==> src/dmaDatapath_params.svh <==
`ifndef DMA_DATAPATH_PARAMS_SVH
`define DMA_DATAPATH_PARAMS_SVH

// number of dma channels
`define DMA_CHANNELS 4

// register target codes carried from decode to execute
// address register pair of a channel
`define REG_SEL_ADDR 3'd0
// word count register pair of a channel
`define REG_SEL_COUNT 3'd1
// command write or status read
`define REG_SEL_CMD 3'd2
// mode register write
`define REG_SEL_MODE 3'd3
// byte pointer clear
`define REG_SEL_CLRFF 3'd4
// unmapped address
`define REG_SEL_NONE 3'd7

// mode register bit positions
// address decrement select
`define MODE_DEC_BIT 5
// auto-initialize enable
`define MODE_AUTO_BIT 4

`endif

==> src/dmaPkg.sv <==
`default_nettype none

package dmaPkg;

  // data bus byte
  typedef logic [7:0] dmaByte;

  // address or word count
  typedef logic [15:0] dmaWord;

  // channel number
  typedef logic [1:0] dmaChan;

  // register target code
  typedef logic [2:0] regSel;

  // command from decode to execute and result
  typedef struct packed {
    // one cycle write pulse
    logic   wrStrobe;
    // one cycle pulse once a read ends
    logic   rdDone;
    // addressed register
    regSel  target;
    // addressed channel
    dmaChan channel;
    // byte taken from the bus on a write
    dmaByte data;
  } busCmd;

  // current registers of the addressed channel
  typedef struct packed {
    dmaWord curAddress;
    dmaWord curCount;
    // high byte selected when set
    logic   bytePtr;
  } regView;

endpackage

`default_nettype wire

==> src/dmaBusDecode.sv <==
`timescale 1ns/100ps
`default_nettype none

`include "dmaDatapath_params.svh"

module dmaBusDecode (
  input  wire logic           cpuIf,
  input  wire logic           rst,
  input  wire logic           csN,
  input  wire logic           iorN,
  input  wire logic           iowN,
  input  wire logic [3:0]     addr,
  input  wire dmaPkg::dmaByte dataIn,
  output dmaPkg::busCmd       cmd,
  output logic                readSel
);

  // registered bus pins
  logic           csNQ;
  logic           iorNQ;
  logic           iowNQ;
  logic [3:0]     addrQ;
  dmaPkg::dmaByte dataQ;

  // access levels and their delayed copies for edge detection
  logic wrAct;
  logic rdAct;
  logic wrActD;
  logic rdActD;

  // decoded target for the sampled address
  dmaPkg::regSel  targetNext;
  dmaPkg::dmaChan channelNext;

  // strobes idle high after reset
  always_ff @(posedge cpuIf)
  begin
    if (rst)
    begin
      csNQ  <= 1'b1;
      iorNQ <= 1'b1;
      iowNQ <= 1'b1;
    end
    else
    begin
      csNQ  <= csN;
      iorNQ <= iorN;
      iowNQ <= iowN;
    end
  end

  // address and data just follow the pins
  always_ff @(posedge cpuIf)
  begin
    addrQ <= addr;
    dataQ <= dataIn;
  end

  assign wrAct = !csNQ && !iowNQ;
  assign rdAct = !csNQ && !iorNQ;

  // address map
  always_comb
  begin
    channelNext = addrQ[2:1];
    if (!addrQ[3])
    begin
      // A0 picks address or word count of channel A2:A1
      targetNext = addrQ[0] ? `REG_SEL_COUNT : `REG_SEL_ADDR;
    end
    else
    begin
      case (addrQ[2:0])
        3'b000:  targetNext = `REG_SEL_CMD;
        3'b011:
        begin
          targetNext = `REG_SEL_MODE;
          // mode channel comes from the data byte
          channelNext = dataQ[1:0];
        end
        3'b100:  targetNext = `REG_SEL_CLRFF;
        default: targetNext = `REG_SEL_NONE;
      endcase
    end
  end

  always_ff @(posedge cpuIf)
  begin
    if (rst)
    begin
      wrActD      <= 1'b0;
      rdActD      <= 1'b0;
      readSel     <= 1'b0;
      cmd         <= '{wrStrobe: 1'b0, rdDone: 1'b0, target: `REG_SEL_NONE,
                       channel: '0, data: '0};
    end
    else
    begin
      wrActD <= wrAct;
      rdActD <= rdAct;
      // write fires on the falling edge of iowN
      cmd.wrStrobe <= wrAct && !wrActD;
      // read completes on the rising edge of iorN
      cmd.rdDone   <= !rdAct && rdActD;
      readSel      <= rdAct;
      // hold target and channel after the access so rdDone still sees them
      if (wrAct || rdAct)
      begin
        cmd.target  <= targetNext;
        cmd.channel <= channelNext;
        cmd.data    <= dataQ;
      end
    end
  end

endmodule

`default_nettype wire

==> src/dmaChannelRegs.sv <==
`timescale 1ns/100ps
`default_nettype none

`include "dmaDatapath_params.svh"

module dmaChannelRegs (
  input  wire logic                     cpuIf,
  input  wire logic                     rst,
  input  wire dmaPkg::busCmd            cmd,
  input  wire logic                     xferStep,
  input  wire dmaPkg::dmaChan           xferChannel,
  output dmaPkg::regView                view,
  output dmaPkg::dmaWord                xferAddress,
  output dmaPkg::dmaByte                xferMode,
  output dmaPkg::dmaByte                commandReg,
  output logic [`DMA_CHANNELS-1:0]      tcSet
);

  // per channel register file
  dmaPkg::dmaWord baseAddr  [`DMA_CHANNELS];
  dmaPkg::dmaWord curAddr   [`DMA_CHANNELS];
  dmaPkg::dmaWord baseCount [`DMA_CHANNELS];
  dmaPkg::dmaWord curCount  [`DMA_CHANNELS];
  dmaPkg::dmaByte modeReg   [`DMA_CHANNELS];

  // low or high byte select
  logic bytePtr;

  // decoded cpu accesses
  logic addrWrite;
  logic countWrite;
  logic pairAccess;

  // stepping channel next values
  dmaPkg::dmaByte stepMode;
  dmaPkg::dmaWord stepAddr;
  dmaPkg::dmaWord stepCount;
  logic           termCount;

  // replace one byte of a word
  function automatic dmaPkg::dmaWord putByte(input dmaPkg::dmaWord word,
                                             input dmaPkg::dmaByte value,
                                             input logic           high);
    dmaPkg::dmaWord result;
    result = word;
    if (high)
      result[15:8] = value;
    else
      result[7:0] = value;
    return result;
  endfunction

  assign addrWrite  = cmd.wrStrobe && cmd.target == `REG_SEL_ADDR;
  assign countWrite = cmd.wrStrobe && cmd.target == `REG_SEL_COUNT;
  // reads and writes of either pair move the pointer
  assign pairAccess = (cmd.wrStrobe || cmd.rdDone) &&
                      (cmd.target == `REG_SEL_ADDR || cmd.target == `REG_SEL_COUNT);

  // next address and count of the stepping channel
  always_comb
  begin
    stepMode  = modeReg[xferChannel];
    stepAddr  = stepMode[`MODE_DEC_BIT] ? curAddr[xferChannel] - 16'd1
                                        : curAddr[xferChannel] + 16'd1;
    stepCount = curCount[xferChannel] - 16'd1;
    // count rolls from zero to FFFF
    termCount = xferStep && curCount[xferChannel] == '0;
  end

  always_ff @(posedge cpuIf)
  begin
    if (rst)
    begin
      for (int i = 0; i < `DMA_CHANNELS; i++)
      begin
        baseAddr[i]  <= '0;
        curAddr[i]   <= '0;
        baseCount[i] <= '0;
        curCount[i]  <= '0;
      end
    end
    else
    begin
      if (xferStep)
      begin
        if (termCount && stepMode[`MODE_AUTO_BIT])
        begin
          // auto-initialize reload
          curAddr[xferChannel]  <= baseAddr[xferChannel];
          curCount[xferChannel] <= baseCount[xferChannel];
        end
        else
        begin
          curAddr[xferChannel]  <= stepAddr;
          curCount[xferChannel] <= stepCount;
        end
      end
      // cpu write loads base and current together and wins over a step
      if (addrWrite)
      begin
        baseAddr[cmd.channel] <= putByte(baseAddr[cmd.channel], cmd.data, bytePtr);
        curAddr[cmd.channel]  <= putByte(curAddr[cmd.channel], cmd.data, bytePtr);
      end
      if (countWrite)
      begin
        baseCount[cmd.channel] <= putByte(baseCount[cmd.channel], cmd.data, bytePtr);
        curCount[cmd.channel]  <= putByte(curCount[cmd.channel], cmd.data, bytePtr);
      end
    end
  end

  // mode, command and byte pointer
  always_ff @(posedge cpuIf)
  begin
    if (rst)
    begin
      for (int i = 0; i < `DMA_CHANNELS; i++)
        modeReg[i] <= '0;
      commandReg <= '0;
      bytePtr    <= 1'b0;
    end
    else
    begin
      if (cmd.wrStrobe && cmd.target == `REG_SEL_MODE)
        modeReg[cmd.channel] <= cmd.data;
      if (cmd.wrStrobe && cmd.target == `REG_SEL_CMD)
        commandReg <= cmd.data;
      // clear write restarts at the low byte
      if (cmd.wrStrobe && cmd.target == `REG_SEL_CLRFF)
        bytePtr <= 1'b0;
      else if (pairAccess)
        bytePtr <= !bytePtr;
    end
  end

  // one cycle terminal count flag per channel
  always_ff @(posedge cpuIf)
  begin
    if (rst)
      tcSet <= '0;
    else
    begin
      tcSet <= '0;
      if (termCount)
        tcSet[xferChannel] <= 1'b1;
    end
  end

  // addressed channel for the read path
  assign view.curAddress = curAddr[cmd.channel];
  assign view.curCount   = curCount[cmd.channel];
  assign view.bytePtr    = bytePtr;

  // stepping channel outputs
  assign xferAddress = curAddr[xferChannel];
  assign xferMode    = modeReg[xferChannel];

endmodule

`default_nettype wire

==> src/dmaReadPort.sv <==
`timescale 1ns/100ps
`default_nettype none

`include "dmaDatapath_params.svh"

module dmaReadPort (
  input  wire logic                     cpuIf,
  input  wire logic                     rst,
  input  wire dmaPkg::busCmd            cmd,
  input  wire logic                     readSel,
  input  wire dmaPkg::regView           view,
  input  wire logic [`DMA_CHANNELS-1:0] tcSet,
  output dmaPkg::dmaByte                dataOut,
  output logic                          dataOutEn,
  output logic                          tcPulse
);

  // terminal count bits of the status register
  logic [`DMA_CHANNELS-1:0] tcStatus;
  logic                     statusClear;
  dmaPkg::dmaByte           statusByte;
  dmaPkg::dmaByte           readByte;

  // status read clears once it completes
  assign statusClear = cmd.rdDone && cmd.target == `REG_SEL_CMD;

  always_ff @(posedge cpuIf)
  begin
    if (rst)
      tcStatus <= '0;
    else
      // a new terminal count beats the clear
      tcStatus <= (statusClear ? '0 : tcStatus) | tcSet;
  end

  // request bits in the upper nibble stay zero
  assign statusByte = {{(8 - `DMA_CHANNELS){1'b0}}, tcStatus};

  // byte for the addressed register
  always_comb
  begin
    case (cmd.target)
      `REG_SEL_ADDR:
        readByte = view.bytePtr ? view.curAddress[15:8] : view.curAddress[7:0];
      `REG_SEL_COUNT:
        readByte = view.bytePtr ? view.curCount[15:8] : view.curCount[7:0];
      `REG_SEL_CMD:
        readByte = statusByte;
      default:
        readByte = '0;
    endcase
  end

  // output enable follows the read level one edge later
  always_ff @(posedge cpuIf)
  begin
    if (rst)
      dataOutEn <= 1'b0;
    else
      dataOutEn <= readSel;
  end

  // bus idles at zero between reads
  always_ff @(posedge cpuIf)
  begin
    if (readSel)
      dataOut <= readByte;
    else
      dataOut <= '0;
  end

  // any channel reaching terminal count
  assign tcPulse = |tcSet;

endmodule

`default_nettype wire

==> src/dmaDatapath.sv <==
`timescale 1ns/100ps
`default_nettype none

`include "dmaDatapath_params.svh"

module dmaDatapath (
  input  wire logic           cpuIf,
  input  wire logic           rst,
  input  wire logic           csN,
  input  wire logic           iorN,
  input  wire logic           iowN,
  input  wire logic [3:0]     addr,
  input  wire dmaPkg::dmaByte dataIn,
  output dmaPkg::dmaByte      dataOut,
  output logic                dataOutEn,
  input  wire logic           xferStep,
  input  wire dmaPkg::dmaChan xferChannel,
  output dmaPkg::dmaWord      xferAddress,
  output dmaPkg::dmaByte      xferMode,
  output dmaPkg::dmaByte      commandReg,
  output logic                tcPulse
);

  // decode to execute and result
  dmaPkg::busCmd  cmd;
  logic           readSel;

  // execute to result
  dmaPkg::regView view;
  logic [`DMA_CHANNELS-1:0] tcSet;

  dmaBusDecode decode (
    .cpuIf   (cpuIf),
    .rst     (rst),
    .csN     (csN),
    .iorN    (iorN),
    .iowN    (iowN),
    .addr    (addr),
    .dataIn  (dataIn),
    .cmd     (cmd),
    .readSel (readSel)
  );

  dmaChannelRegs execute (
    .cpuIf       (cpuIf),
    .rst         (rst),
    .cmd         (cmd),
    .xferStep    (xferStep),
    .xferChannel (xferChannel),
    .view        (view),
    .xferAddress (xferAddress),
    .xferMode    (xferMode),
    .commandReg  (commandReg),
    .tcSet       (tcSet)
  );

  dmaReadPort result (
    .cpuIf     (cpuIf),
    .rst       (rst),
    .cmd       (cmd),
    .readSel   (readSel),
    .view      (view),
    .tcSet     (tcSet),
    .dataOut   (dataOut),
    .dataOutEn (dataOutEn),
    .tcPulse   (tcPulse)
  );

endmodule

`default_nettype wire

==> config.mk <==
export PLATFORM = sky130hd
export DESIGN_NAME = dmaDatapath
export DESIGN_NICKNAME = d
export VERILOG_FILES = /design/src/dmaPkg.sv /design/src/dmaBusDecode.sv /design/src/dmaChannelRegs.sv /design/src/dmaReadPort.sv /design/src/dmaDatapath.sv
export VERILOG_INCLUDE_DIRS = /design/src /design/src/src
export SDC_FILE = /design/constraint.sdc
export NUM_CORES = 1
export LEC_CHECK = 0
export BUFFER_PORTS_ARGS = -buffer_cell sky130_fd_sc_hd__buf_2
export CAP_MARGIN = 40
export CORE_UTILIZATION = 50
export CTS_BUF_LIST = sky130_fd_sc_hd__clkbuf_16
export DETAILED_ROUTE_END_ITERATION = 10
export PLACE_DENSITY = 0.66
export SLEW_MARGIN = 5
export SYNTH_ARGS = -nofsm -noshare
export SYNTH_HDL_FRONTEND = slang
export SYNTH_SLANG_ARGS = --single-unit
export TNS_END_PERCENT = 10
==> constraint.sdc <==
create_clock -name cpuIf -period 5.4 [get_ports cpuIf]
set_input_delay 0.54 -clock cpuIf [delete_from_list [all_inputs] [get_ports cpuIf]]
set_output_delay 0.54 -clock cpuIf [all_outputs]
set_load 0.1 [all_outputs]
==> results by group <==
Status
  • Outcome: complete, no violations

Synthesis
  • Top area cells in the synthesized netlist: edfxtp_1 (50%), mux4_2 (13%), dfxtp_1 (6.9%)
  • Post-synthesis area per instance: 12.98 um^2
  • Library cell occupying the most area in the post-synthesis netlist: edfxtp_1
  • Area fraction in compound gates after synthesis: 10.48%
  • Post-synthesis cell type count: 69
  • Share of synthesized area spent on multiplexers: 16.23%
  • Most common flop cell mapped by yosys: edfxtp_1
  • Dominant combinational cell family by area after synthesis: multiplexers
  • Count of state elements after synthesis: 348
  • Xor/xnor share of the synthesized area: 0.9567%
  • Post-synthesis share of cell area spent on and, or, nand and nor gates: 11.43%
  • Async set-or-reset flop fraction in the synthesized netlist: 0%
  • Post-Synthesis Cell Area: 17,390 um^2
  • Sequential area share after synthesis: 56.62%
  • Synthesized net count: 1,377
  • Number of enable-type register cells in the synthesized netlist: 288
  • Area fraction of the dominant cell type after synthesis: 49.72%
  • Count of warnings emitted by yosys: 0
  • Synth Area in Adders: 1.266%
  • Post-Syn Instances: 1,340

Cells and area
  • Final net count: 1,420
  • Commonest non-fill, non-tap cell in the layout: edfxtp_1
  • Multi-input gate area: 7020 um^2
  • Area delta synth->final: 12.16%
  • Leading cell types in the layout, fill and taps excluded: edfxtp_1 (288), o22ai_1 (120), mux4_2 (103), nor2_1 (90), nand2_1 (89)
  • Filler Cell Count: 2,790
  • Number of antenna cells inserted: 0
  • Layout cells sized above 1: 22.43%
  • Area taken by flip-flops and latches: 9852 um^2

Placed design
  • Estimated wirelength of the detail-placed design: 33,540 um
  • Final weighted congestion in routability-driven placement: 0.9345
  • IO buf count: 61

Die
  • Core outline area: 33,870 um^2
  • Site row count: 67
  • Number of placed I/O pins: 62
  • Horizontal die dimension: 188.5 um
  • Total die area: 35,540 um^2
  • Vertical die dimension: 188.5 um
  • Starting density of the core: 51.36%

Clock network
  • Count of hold buffers inserted by post-cts repair: 0
  • Buffers inserted by post-CTS timing repair: 0
  • Cts bufs inserted: 38
  • Clock transition at the registers of the reported paths: 0.06 ns
  • Clock Latency Late Sink: 0.54 ns
  • Root buf cell: clkbuf_16
  • Clk sinks: 348
  • Buffer depth of the longest clock path: 3
  • Clock tree from TritonCTS: built
  • Cts repair resizes: 0
  • H-tree depth: 2

Drt
  • Antenna viol nets, final: 0
  • Router iterations before antenna repair: 5
  • Final routed wire length divided by cell count: 26.59 um
  • Wire length reported by the detailed router: 49,480 um
  • Violation count after the first detailed-routing iteration: 1,525
  • Via-per-instance ratio: 6.557
  • Residual DRC count: 0
  • Vias: 12,200

Worst setup path
  • Startpoint of the worst register-to-register path: decode.cmd[11]
  • Dominant cell type by count on the critical path: nor3_1
  • Worst endpoint data arrival time: 4.05 ns
  • Worst Reg2Reg Path Length in Cells: 8
  • Worst flop-to-flop path endpoint: execute.curAddr[3][14]
  • Startpoint types: flop
  • Internal reg-to-reg setup slack: 1.61 ns
  • Worst path max stage delay: 0.91 ns
  • Ordered cell list for the critical path: or3b_2, nor3_1, buf_4, nand3_1, nand2_1, nor3_1, a21oi_1, o21ai_0
  • Critical Path RT: 5.66 ns
  • Largest fanout of any net on the critical path: 19
  • Crit path capture type: flop
  • Slowest cell on the critical path: nand2_1
  • CP Class: reg2reg

Global route
  • Global-route wire length before repair: 75,050 um
  • Gr usage total: 28.32%
  • Residual overflow from global routing: 0
  • Number of global-route vias before repair: 11,880
  • Number of antenna violations at the first check in global routing: 0
  • Pin count of the biggest net entering global routing: 61

Timing
  • Setup-violating endpoint count in the final report: 0
  • Max Transition Viols Final: 0
  • Rel. slew slack: 34.47%
  • Total Negative Setup Slacks: 0 ns
  • Maximum clock rate: 0.2640 GHz
  • Fin crit share: 70.14%
  • Min Tclk post-route: 3.788 ns
  • Final hold slack: 0.1114 ns
  • Maximum clock skew at final layout: 0.01476 ns
  • Final hold violation count: 0
  • Actual transition at the worst max-transition pin: 0.9793 ns
  • Unrepaired setup endpoints after global routing: false

Pwr
  • Maximum ir drop on the vdd rail: 0.0002839 V
  • Leak Pwr: 7.009 nW
  • Ratio of total power to cell area: 337.1 nW/um^2

Min path
  • Hold Path End: decode.dataQ[7]
  • Startpoint of the lowest-slack hold path: dataIn[7]
  • Tightest Hold Check Type: in2reg
  • Min-Delay Path Depth: 1

Run
  • Max-cap violations: 0
[stage by stage]
| stage | instance area [um^2] | utilization (%) | std cells | setup WS, ns | total power, mW |
|---|---|---|---|---|---|
| 6_report | 19510 | 57.61 | 1861 | 1.612 | 6.578 |
| 5_1_grt | 19510 | 57.61 | 1861 | 1.454 | 6.776 |
| 4_1_cts | 19510 | 57.61 | 1861 | 1.692 | 6.600 |
| 3_5_place_dp | 18290 | 54.00 | 1791 | 1.136 | 4.066 |
| 3_3_place_gp | 18070 | 53.36 | 1774 | 1.191 | 4.044 |
| 2_1_floorplan | 17390 | - | 1340 | 0.1328 | 3.799 |
[flip-flops by register name (all words and copies together) (netlist names), named ones only]
register,cells
execute.baseAddr,64
execute.baseCount,64
execute.curAddr,64
execute.curCount,64
execute.modeReg,32
decode.cmd,15
decode.dataQ,8
execute.commandReg,8
result.dataOut,8
decode.addrQ,4
execute.tcSet,4
result.tcStatus,4
decode.csNQ,1
decode.iorNQ,1
decode.iowNQ,1
decode.readSel,1
decode.wrActD,1
execute.bytePtr,1
result.dataOutEn,1
[worst max-delay path, delay by kind of cell, from the launching register on]
kind / cells / cell delay (ns)
AOI/OAI and AO/OA: 2 / 0.25
buffers and inverters: 1 / 0.25
DFF: 1 / 0.57
and+or+nand+nor: 5 / 2.45
[worst max-delay path by stage]
stage / from / endpoint
finish: decode.cmd[11] / execute.curAddr[3][14]
global route: xferChannel[0] / execute.curAddr[1][14]
CTS: xferChannel[0] / execute.curAddr[0][10]
detailed placement: xferChannel[0] / execute.curAddr[0][10]
global placement: xferChannel[0] / execute.curAddr[0][10]
floorplan: xferChannel[0] / execute.curAddr[0][14]
[cells by family after synthesis]
group           Yosys count
compound gates          291
xor+xnor                 19
fa+ha+maj                17
buf+inv                 127
flops                   348
mux                     150
simple gates            388
[cell usage after synthesis, types with 3 or more instances]
cell / count
nand4_1: 5
xnor2_1: 15
o31ai_1: 3
nor2_1: 90
o21ai_0: 18
nand3b_1: 4
dfxtp_1: 60
o21a_1: 5
nand2_1: 89
nor2b_1: 13
mux2i_1: 28
and2_1: 82
a22oi_1: 11
edfxtp_1: 288
buf_6: 4
ha_1: 16
buf_2: 10
or2_2: 17
clkbuf_1: 81
inv_1: 20
or3_1: 9
mux2_2: 16
nand3_1: 12
and3_1: 27
a211oi_1: 4
mux4_2: 103
a21o_1: 6
o21bai_1: 4
a21oi_1: 85
o221ai_1: 3
a31oi_1: 6
buf_1: 10
o22ai_1: 120
o21ai_1: 3
nor3_1: 14
xor2_1: 4
nand2b_1: 9
nor4_1: 4
or4_1: 3
[layout make-up]
| type | count | area share (%) |
|---|---|---|
| Inverter | 20 | 0.3848 |
| Multi-Input combinational cell | 865 | 35.98 |
| Timing Repair Buffer | 110 | 4.008 |
| Clock inverter | 31 | 1.251 |
| Sequential cell | 348 | 50.50 |
| Clock buffer | 39 | 5.002 |
| Tap cell | 448 | 2.873 |
[layer usage]
layer	vias up	routed length (um)	global-route usage, %	part of all wire, %
met5	-	0	0	0
met4	0	1615	9.429	3.3
met3	103	4803	4.973	9.7
met2	687	22910	44.23	46
met1	6101	20150	40.25	41
li1	5311	-	-	-
[where the power goes]
| group | internal, mW | leakage [nW] | switching, mW |
|---|---|---|---|
| Combinational | 0.314 | 2.90 | 0.623 |
| Clock | 1.47 | 0.631 | 1.09 |
| Sequential | 3.02 | 3.48 | 0.0600 |
| Total | 4.81 | 7.01 | 1.77 |
Note: power is estimated with default switching activity, not from simulation.
